## src/hw/wb_pkg.sv

```systemverilog
// host bus widths, slave slot numbers and slave address decode
`default_nettype none

package wb_pkg;

   localparam int WB_DW       = 16;  // host data width
   localparam int WB_AW       = 11;  // halfword address width
   localparam int WB_DECODE_W = 4;   // top address bits used to pick a slave

   typedef enum logic [WB_DECODE_W-1:0] {
      SLV_MISC     = 4'h0,
      SLV_READBACK = 4'h7,
      SLV_SETTINGS = 4'h8   // spans slots 8 to 15
   } slave_e;

   // cleared mask bits are don't care
   localparam logic [WB_DECODE_W-1:0] MASK_MISC     = 4'hf;
   localparam logic [WB_DECODE_W-1:0] MASK_READBACK = 4'hf;
   localparam logic [WB_DECODE_W-1:0] MASK_SETTINGS = 4'h8;

   function automatic logic slave_hit(input logic [WB_DECODE_W-1:0] top,
                                      input slave_e                  slot,
                                      input logic [WB_DECODE_W-1:0] mask);
      return ((top ^ slot) & mask) == '0;
   endfunction

endpackage

`default_nettype wire

```

## src/hw/regmap_pkg.sv

```systemverilog
// settings addresses, readback word map and misc register map of the control plane
`default_nettype none

package regmap_pkg;

   localparam int SR_AW = 8;   // setting address width

   // one 32-bit setting write
   typedef struct packed {
      logic             strobe;
      logic [SR_AW-1:0] addr;
      logic [31:0]      data;
   } set_bus_t;

   localparam logic [SR_AW-1:0] SR_TIME64     = 8'd42;  // +0 secs, +1 ticks, +2 load cmd
   localparam logic [SR_AW-1:0] SR_REG_TEST32 = 8'd60;

   // misc halfword addresses on adr[6:0]
   typedef enum logic [6:0] {
      MISC_CGEN_CTRL = 7'd4,
      MISC_CGEN_ST   = 7'd6,
      MISC_TEST      = 7'd8
   } misc_reg_e;

   localparam logic [15:0] MISC_DEFAULT = 16'hbeef;

   typedef enum logic [4:0] {
      RB_TIME_HI = 5'd0,
      RB_TIME_LO = 5'd1,
      RB_PPS_HI  = 5'd2,
      RB_PPS_LO  = 5'd3,
      RB_TEST32  = 5'd4,
      RB_COMPAT  = 5'd6
   } rb_word_e;

   localparam logic [31:0] COMPAT_NUM = {16'd9, 16'd0};  // major, minor

endpackage

`default_nettype wire

```

## src/hw/wb_slave_if.sv

```systemverilog
// one decoded slave port of the host control bus
`timescale 1ns/1ps
`default_nettype none

interface wb_slave_if;
   import wb_pkg::*;

   logic [WB_AW-1:0] adr;
   logic [WB_DW-1:0] dat_w;
   logic             we;
   logic             stb;    // already qualified by cyc and decode
   logic [WB_DW-1:0] dat_r;
   logic             ack;

   modport master (output adr, dat_w, we, stb, input dat_r, ack);
   modport slave  (input adr, dat_w, we, stb, output dat_r, ack);

endinterface

`default_nettype wire

```

## src/hw/wb_intercon.sv

```systemverilog
// single master interconnect, decodes host accesses onto three slave ports
`timescale 1ns/1ps
`default_nettype none

module wb_intercon
   (input  wire                        wb_clk,
    input  wire                        wb_rst,
    input  wire                        cyc_i,
    input  wire                        stb_i,
    input  wire                        we_i,
    input  wire [wb_pkg::WB_AW-1:0]    adr_i,
    input  wire [wb_pkg::WB_DW-1:0]    dat_i,
    output logic [wb_pkg::WB_DW-1:0]   dat_o,
    output logic                       ack_o,
    wb_slave_if.master                 misc_o,
    wb_slave_if.master                 settings_o,
    wb_slave_if.master                 readback_o);

   import wb_pkg::*;

   logic [WB_DECODE_W-1:0] top;
   logic                   access;
   logic                   hit_misc;
   logic                   hit_settings;
   logic                   hit_readback;

   assign top          = adr_i[WB_AW-1 -: WB_DECODE_W];
   assign access       = cyc_i & stb_i;
   assign hit_misc     = slave_hit(top, SLV_MISC, MASK_MISC);
   assign hit_readback = slave_hit(top, SLV_READBACK, MASK_READBACK);
   assign hit_settings = slave_hit(top, SLV_SETTINGS, MASK_SETTINGS);

   // address, data and direction fan out to everybody
   assign misc_o.adr       = adr_i;
   assign misc_o.dat_w     = dat_i;
   assign misc_o.we        = we_i;
   assign misc_o.stb       = access & hit_misc;
   assign settings_o.adr   = adr_i;
   assign settings_o.dat_w = dat_i;
   assign settings_o.we    = we_i;
   assign settings_o.stb   = access & hit_settings;
   assign readback_o.adr   = adr_i;
   assign readback_o.dat_w = dat_i;
   assign readback_o.we    = we_i;
   assign readback_o.stb   = access & hit_readback;

   // return path, unmapped slots stay silent
   always_comb
   begin
      dat_o = '0;
      ack_o = 1'b0;
      if (hit_misc)
      begin
         dat_o = misc_o.dat_r;
         ack_o = misc_o.ack;
      end
      else if (hit_readback)
      begin
         dat_o = readback_o.dat_r;
         ack_o = readback_o.ack;
      end
      else if (hit_settings)
      begin
         dat_o = settings_o.dat_r;
         ack_o = settings_o.ack;
      end
   end

endmodule

`default_nettype wire

```

## src/hw/misc_regs.sv

```systemverilog
// misc slave with clock generator control, scratch register and status readback
`timescale 1ns/1ps
`default_nettype none

module misc_regs
   (input  wire  wb_clk,
    input  wire  wb_rst,
    wb_slave_if.slave bus_i,
    input  wire  cgen_st_status_i,
    input  wire  cgen_st_ld_i,
    input  wire  cgen_st_refmon_i,
    output logic cgen_sync_b_o,
    output logic cgen_ref_sel_o);

   import wb_pkg::*;
   import regmap_pkg::*;

   logic [1:0]       cgen_ctrl;   // {sync_b, ref_sel}
   logic [WB_DW-1:0] scratch;
   logic             wr;

   assign wr = bus_i.stb & bus_i.we;

   always_ff @(posedge wb_clk)
   begin
      if (wb_rst)
         cgen_ctrl <= 2'b11;
      else if (wr && bus_i.adr[6:0] == MISC_CGEN_CTRL)
         cgen_ctrl <= bus_i.dat_w[1:0];
   end

   always_ff @(posedge wb_clk)
   begin
      if (wr && bus_i.adr[6:0] == MISC_TEST)
         scratch <= bus_i.dat_w;
   end

   assign {cgen_sync_b_o, cgen_ref_sel_o} = cgen_ctrl;

   always_comb
   begin
      case (bus_i.adr[6:0])
         MISC_CGEN_CTRL: bus_i.dat_r = {{(WB_DW-2){1'b0}}, cgen_ctrl};
         MISC_CGEN_ST:   bus_i.dat_r = {{(WB_DW-3){1'b0}}, cgen_st_status_i,
                                        cgen_st_ld_i, cgen_st_refmon_i};
         MISC_TEST:      bus_i.dat_r = scratch;
         default:        bus_i.dat_r = MISC_DEFAULT;
      endcase
   end

   assign bus_i.ack = bus_i.stb;   // zero wait state

endmodule

`default_nettype wire

```

## src/hw/settings_bus_16le.sv

```systemverilog
// joins little-endian halfword writes into 32-bit settings bus strobes
`timescale 1ns/1ps
`default_nettype none

module settings_bus_16le
   (input  wire  wb_clk,
    input  wire  wb_rst,
    wb_slave_if.slave bus_i,
    output regmap_pkg::set_bus_t set_o);

   import wb_pkg::*;
   import regmap_pkg::*;

   typedef enum logic {
      SB_IDLE,
      SB_HAVE_LOW
   } sb_state_e;

   sb_state_e        state;
   logic [WB_DW-1:0] data_lo;
   logic             set_stb;
   logic [SR_AW-1:0] set_addr;
   logic [31:0]      set_data;
   logic             wr_done;    // last cycle of an acked write
   logic             wr_high;

   assign wr_done = bus_i.stb & bus_i.ack & bus_i.we;
   assign wr_high = bus_i.adr[1];

   //////////////////////////////
   // handshake and FSM
   always_ff @(posedge wb_clk)
   begin
      if (wb_rst)
      begin
         bus_i.ack <= 1'b0;
         set_stb   <= 1'b0;
         state     <= SB_IDLE;
      end
      else
      begin
         bus_i.ack <= bus_i.stb & ~bus_i.ack;
         set_stb   <= wr_done & wr_high;
         if (wr_done)
            state <= wr_high ? SB_IDLE : SB_HAVE_LOW;
      end
   end

   //////////////////////////////
   // payload
   always_ff @(posedge wb_clk)
   begin
      if (wr_done && !wr_high)
         data_lo <= bus_i.dat_w;
      if (wr_done && wr_high)
      begin
         set_addr <= bus_i.adr[9:2];
         // a lone high write carries a zero low half
         set_data <= {bus_i.dat_w, (state == SB_HAVE_LOW) ? data_lo : {WB_DW{1'b0}}};
      end
   end

   assign bus_i.dat_r = '0;   // write only

   assign set_o.strobe = set_stb;
   assign set_o.addr   = set_addr;
   assign set_o.data   = set_data;

endmodule

`default_nettype wire

```

## src/hw/vita_timer.sv

```systemverilog
// 64-bit vita time counter in seconds and ticks with pps latch and settable load
`timescale 1ns/1ps
`default_nettype none

module vita_timer
  #(parameter int unsigned TICKS_PER_SEC = 64_000_000)
   (input  wire                  wb_clk,
    input  wire                  wb_rst,
    input  wire                  pps_i,
    input  regmap_pkg::set_bus_t set_i,
    output logic [63:0]          time_o,
    output logic [63:0]          time_pps_o);

   import regmap_pkg::*;

   localparam logic [31:0] TICK_LAST = 32'(TICKS_PER_SEC - 1);

   logic [31:0] secs;
   logic [31:0] ticks;
   logic [31:0] pend_secs;
   logic [31:0] pend_ticks;
   logic        armed;       // load waits for next pps
   logic [2:0]  pps_sync;    // two sync stages plus edge delay
   logic        pps_edge;
   logic        load_cmd;
   logic        load_now;

   assign load_cmd = set_i.strobe && (set_i.addr == SR_TIME64 + 8'd2);
   assign load_now = load_cmd && set_i.data[0];
   assign pps_edge = pps_sync[1] & ~pps_sync[2];

   //////////////////////////////
   // pending time and pps sync
   always_ff @(posedge wb_clk)
   begin
      if (set_i.strobe && set_i.addr == SR_TIME64)
         pend_secs <= set_i.data;
      if (set_i.strobe && set_i.addr == SR_TIME64 + 8'd1)
         pend_ticks <= set_i.data;
   end

   always_ff @(posedge wb_clk)
   begin
      if (wb_rst)
         pps_sync <= '0;
      else
         pps_sync <= {pps_sync[1:0], pps_i};
   end

   //////////////////////////////
   // time counter
   always_ff @(posedge wb_clk)
   begin
      if (wb_rst)
      begin
         secs  <= '0;
         ticks <= '0;
         armed <= 1'b0;
      end
      else
      begin
         if (load_now || (pps_edge && armed))
         begin
            secs  <= pend_secs;
            ticks <= pend_ticks;
         end
         else if (ticks == TICK_LAST)
         begin
            ticks <= '0;
            secs  <= secs + 32'd1;
         end
         else
            ticks <= ticks + 32'd1;

         if (load_cmd)
            armed <= ~set_i.data[0];
         else if (pps_edge)
            armed <= 1'b0;
      end
   end

   always_ff @(posedge wb_clk)
   begin
      if (pps_edge)
         time_pps_o <= {secs, ticks};   // time seen at the edge
   end

   assign time_o = {secs, ticks};

endmodule

`default_nettype wire

```

## src/hw/readback_mux_16le.sv

```systemverilog
// 32-bit readback words with test register, read as 16-bit halves
`timescale 1ns/1ps
`default_nettype none

module readback_mux_16le
   (input  wire                  wb_clk,
    input  wire                  wb_rst,
    wb_slave_if.slave            bus_i,
    input  regmap_pkg::set_bus_t set_i,
    input  wire [63:0]           time_i,
    input  wire [63:0]           time_pps_i);

   import wb_pkg::*;
   import regmap_pkg::*;

   logic [31:0]      test32;
   logic [31:0]      word;
   logic [WB_DW-1:0] half;

   always_ff @(posedge wb_clk)
   begin
      if (set_i.strobe && set_i.addr == SR_REG_TEST32)
         test32 <= set_i.data;
   end

   // word select on adr[6:2]
   always_comb
   begin
      case (bus_i.adr[6:2])
         RB_TIME_HI: word = time_i[63:32];      // seconds
         RB_TIME_LO: word = time_i[31:0];       // ticks
         RB_PPS_HI:  word = time_pps_i[63:32];
         RB_PPS_LO:  word = time_pps_i[31:0];
         RB_TEST32:  word = test32;
         RB_COMPAT:  word = COMPAT_NUM;
         default:    word = '0;
      endcase
   end

   assign half = bus_i.adr[1] ? word[31:16] : word[15:0];   // low half at even address

   always_ff @(posedge wb_clk)
   begin
      if (wb_rst)
         bus_i.ack <= 1'b0;
      else
         bus_i.ack <= bus_i.stb & ~bus_i.ack;
   end

   always_ff @(posedge wb_clk)
   begin
      if (bus_i.stb)
         bus_i.dat_r <= half;
   end

endmodule

`default_nettype wire

```

## src/hw/ctrl_core.sv

```systemverilog
// control plane top with host bus, misc registers, settings bus, vita time and readback
`timescale 1ns/1ps
`default_nettype none

module ctrl_core
  #(parameter int unsigned TICKS_PER_SEC = 64_000_000)
   (input  wire                       wb_clk,
    input  wire                       wb_rst,
    input  wire                       wb_cyc_i,
    input  wire                       wb_stb_i,
    input  wire                       wb_we_i,
    input  wire [wb_pkg::WB_AW-1:0]   wb_adr_i,
    input  wire [wb_pkg::WB_DW-1:0]   wb_dat_i,
    output logic [wb_pkg::WB_DW-1:0]  wb_dat_o,
    output logic                      wb_ack_o,
    input  wire                       pps_i,
    input  wire                       cgen_st_status_i,
    input  wire                       cgen_st_ld_i,
    input  wire                       cgen_st_refmon_i,
    output logic                      cgen_sync_b_o,
    output logic                      cgen_ref_sel_o);

   import regmap_pkg::*;

   wb_slave_if misc_bus ();
   wb_slave_if settings_bus ();
   wb_slave_if readback_bus ();

   set_bus_t    set_bus;
   logic [63:0] vita_time;
   logic [63:0] vita_time_pps;

   //////////////////////////////
   // host bus decode
   wb_intercon intercon_i
     (.wb_clk(wb_clk), .wb_rst(wb_rst),
      .cyc_i(wb_cyc_i), .stb_i(wb_stb_i), .we_i(wb_we_i),
      .adr_i(wb_adr_i), .dat_i(wb_dat_i),
      .dat_o(wb_dat_o), .ack_o(wb_ack_o),
      .misc_o(misc_bus.master),
      .settings_o(settings_bus.master),
      .readback_o(readback_bus.master));

   misc_regs misc_i    // slot 0
     (.wb_clk(wb_clk), .wb_rst(wb_rst), .bus_i(misc_bus.slave),
      .cgen_st_status_i(cgen_st_status_i), .cgen_st_ld_i(cgen_st_ld_i),
      .cgen_st_refmon_i(cgen_st_refmon_i),
      .cgen_sync_b_o(cgen_sync_b_o), .cgen_ref_sel_o(cgen_ref_sel_o));

   settings_bus_16le settings_i    // slots 8 to 15
     (.wb_clk(wb_clk), .wb_rst(wb_rst), .bus_i(settings_bus.slave), .set_o(set_bus));

   //////////////////////////////
   // settings consumers
   vita_timer #(.TICKS_PER_SEC(TICKS_PER_SEC)) timer_i
     (.wb_clk(wb_clk), .wb_rst(wb_rst), .pps_i(pps_i), .set_i(set_bus),
      .time_o(vita_time), .time_pps_o(vita_time_pps));

   readback_mux_16le readback_i    // slot 7
     (.wb_clk(wb_clk), .wb_rst(wb_rst), .bus_i(readback_bus.slave), .set_i(set_bus),
      .time_i(vita_time), .time_pps_i(vita_time_pps));

endmodule

`default_nettype wire

```

## config.mk

```make
export PLATFORM = sky130hd
export DESIGN_NAME = ctrl_core
export DESIGN_NICKNAME = d
export VERILOG_FILES = /design/src/hw/wb_pkg.sv /design/src/hw/regmap_pkg.sv /design/src/hw/wb_slave_if.sv /design/src/hw/wb_intercon.sv /design/src/hw/misc_regs.sv /design/src/hw/settings_bus_16le.sv /design/src/hw/vita_timer.sv /design/src/hw/readback_mux_16le.sv /design/src/hw/ctrl_core.sv
export SDC_FILE = /design/constraint.sdc
export NUM_CORES = 1
export LEC_CHECK = 0
export BUFFER_PORTS_ARGS = -buffer_cell sky130_fd_sc_hd__buf_4
export CORE_MARGIN = 3
export CORE_UTILIZATION = 25
export CTS_BUF_LIST = sky130_fd_sc_hd__clkbuf_16
export CTS_CLUSTER_DIAMETER = 150
export DETAILED_ROUTE_END_ITERATION = 12
export HOLD_SLACK_MARGIN = 0.05
export PLACE_DENSITY_LB_ADDON = 0.08
export SKIP_CTS_REPAIR_TIMING = 1
export SLEW_MARGIN = 20
export SYNTH_ARGS = -nofsm -noshare
export SYNTH_HDL_FRONTEND = slang
export SYNTH_SLANG_ARGS = --single-unit
```

## constraint.sdc

```tcl
create_clock -name wb_clk -period 6 [get_ports wb_clk]
set_clock_uncertainty 0.2 [all_clocks]
set_input_delay 0.6 -clock wb_clk [delete_from_list [all_inputs] [get_ports wb_clk]]
set_output_delay 0.6 -clock wb_clk [all_outputs]
set_load 0.02 [all_outputs]
```

==> out/qor.yml <==
status: "complete, no violations"
diodes: 0
drv_cap: 0
synth_cell_type_count: 54
core_area_mm2: 0.0516
yosys.area.top_type: "edfxtp_1"
required_ps: 5200
wl_per_cell_um: 24.9
gp_congestion: 0.768
synth_warnings: 0
synthFlopType: "edfxtp_1"
cts_inserted_buffers: 39
die_h_um: 235
via_count: 8572
setup_tns_ps: 0
overflow: 0
wl_met1_mm: 21.2
vdd_ir_drop_max_v: 0.000227
maxSlewHeadroom_pct: 30.9
rows: 83
start_util_pct: 25.4
dr_wl_met2_mm: 20.1
power_uw: 4700
r2r_setup_slack_ps: 2580
internal_power_uw: 3670
p_per_area_mw_per_mm2: 303
clkSinkCount: 322
p_comb_share_pct: 2.9
synth_edf_count: 248
syn_to_final_growth_pct: 18.0
worstHoldPathType: "in -> reg"
p_leak_uw: 0.00504
synth.avg_cell_area_um2: 12.9
clk_path_buf_depth: 3
drive_above_1_share_pct: 12.9
slew_viol_final: 0
grt_max_degree: 66
hold_viol_final: 0
p_switching_uw: 1030
synth_cells: 1019
antenna_left: 0
synth_nets: 1057
period_needed_ps: 4130
synth-seq-cells: 322
routed_wl_mm: 44.2
r2r-start: "timer_i.ticks[0]"
min_period_over_period_pct: 68.8
worstSkewPairLatency_ps: 550
dr.pass1.iters: 5
path_class: "in -> out"
ys_async_sr_fraction_pct: 0
tightest_slew_ps: 1040
synth_seq_area_share_pct: 68.0
cp_max_fo: 17
netlist.area_leader.share_pct: 56.7
antenna_found_initial: 1
rsz0062_at_grt: "false"
startpoint: "wb_adr_i[4]"
netlist_top_cells_count: "248 x edfxtp_1, 87 x nand2_1, 77 x nor2_1"
start_kind: "primary input"
post-synth-top-count-cell: "edfxtp_1"
end_kind: "primary output"
finalSetupViolations: 0
rr_worst_depth: 6
fmax_ghz: 0.242
r2r_end: "timer_i.secs[20]"
ios: 55
swShare_pct: 21.9
nets: 1107
via_per_inst: 4.82
dieWidth_um: 235
grt_pass1_wl_mm: 63.6
maxUsedRoutingLayer: "met4"
clockPowerShare_pct: 45.9
seq_power_share_pct: 51.2
synth_area_leaders: "edfxtp_1 57%, dfxtp_1 11%, nand2_1 2.5%"
cts_root_buffer: "clkbuf_16"
grt_usage_pct: 15.8
synthesis.area_mm2: 0.0131
htreeDepth: 2
hpwl_mm: 29.7
io_buffer_count: 54
first_global_vias: 8612
drc: 0
cts_tree: "done"
crit_arrival_ps: 3330
critical_path.endpoint: "wb_dat_o[13]"
die_area_mm2: 0.0553
final_core_util_pct: 30.0
drt_iter0_markers: 594
dr_wl_met3_mm: 1.84
clkTransAtPathRegs_ps: 60
## cells in the final DEF, fill, tap and decap left out, types with 19 or more instances in the layout
master and instances:
nand2_1 87, xnor2_1 37, nand4_1 21, nand3_1 38
a221oi_1 27, edfxtp_1 248, and2_1 19, o21ai_0 59
nor4_1 24, dfxtp_1 74, a21oi_1 21, a22o_1 23
clkbuf_16 41, nor2_1 73, buf_4 69
## worst min-delay path by stage
stage / startpoint / endpoint / slack [ps] / cells past startpoint
2_1_floorplan: readback_i.bus_i.ack / readback_i.bus_i.ack / 200 / 1
3_3_place_gp: settings_i.bus_i.ack / settings_i.bus_i.ack / 210 / 1
3_5_place_dp: settings_i.bus_i.ack / settings_i.bus_i.ack / 210 / 1
4_1_cts: wb_dat_i[3] / settings_i.set_data[19] / 20 / 1
5_1_grt: wb_dat_i[10] / settings_i.set_data[26] / 50 / 1
6_report: wb_adr_i[7] / settings_i.set_addr[5] / 70 / 1
## worst max-delay path, cell delays in order
cell and delay, ps:
buf_4 130, or4b_2 1000, or2_2 420, o21ai_1 710
o21ai_0 250, buf_4 210
## cells by family after synthesis
logic type / count (synthesis) / synth area share (%)
compound gates: 194 / 10.2
xor+xnor: 46 / 3.07
fa+ha+maj: 2 / 0.191
buf+inv: 76 / 2.37
flops: 322 / 68.0
mux: 22 / 1.71
simple gates: 357 / 14.5
## sequential cells by signal (all words and copies together), names as in the netlist
| name | flops |
|---|---|
| readback_i.test32 | 32 |
| readback_i.bus_i.dat_r | 16 |
| settings_i.state | 1 |
| timer_i.pend_ticks | 32 |
| timer_i.pend_secs | 32 |
| timer_i.ticks | 32 |
| misc_i.scratch | 16 |
| misc_i.cgen_ctrl | 2 |
| timer_i.time_pps_o | 64 |
| timer_i.pps_sync | 3 |
| settings_i.set_addr | 8 |
| timer_i.armed | 1 |
| settings_i.data_lo | 16 |
| settings_i.set_data | 32 |
| settings_i.bus_i.ack | 1 |
| settings_i.set_stb | 1 |
| timer_i.secs | 32 |
| readback_i.bus_i.ack | 1 |
## final cells by class
type	instances	area, µm²
multi-input combinational	621	3950
clock buffer	41	1030
fill	5243	36100
inverter	9	33.8
tap	680	851
timing repair buffer	76	588
clock inverter	28	116
sequential	322	8930
## layer usage
| metal | track usage, % | vias up |
|---|---|---|
| met2 | 24.7 | 232 |
| met4 | 4.93 | 0 |
| met3 | 2.31 | 53 |
| met5 | 0 | - |
| met1 | 22.6 | 4299 |
| li1 | - | 3988 |
## through the flow
stage | area [µm²] | setup slack [ps] | cells | hold slack, ps
detailed placement | 14300 | 1870 | 1701 | 214
floorplan | 13100 | 1280 | 1019 | 200
global route | 15500 | 1760 | 1777 | 52.0
global placement | 14300 | 1810 | 1701 | 206
finish | 15500 | 1870 | 1777 | 69.3
CTS | 15400 | 1840 | 1770 | 24.0
## power groups by stage
stage	Sequential, µW	Combinational [µW]	Clock, µW
4_1_cts	2400	137	2230
3_3_place_gp	2450	136	0
6_report	2400	135	2160
5_1_grt	2400	147	2310
3_5_place_dp	2450	136	0
2_1_floorplan	2450	59.8	0
Note: power is estimated with default switching activity, not from simulation.
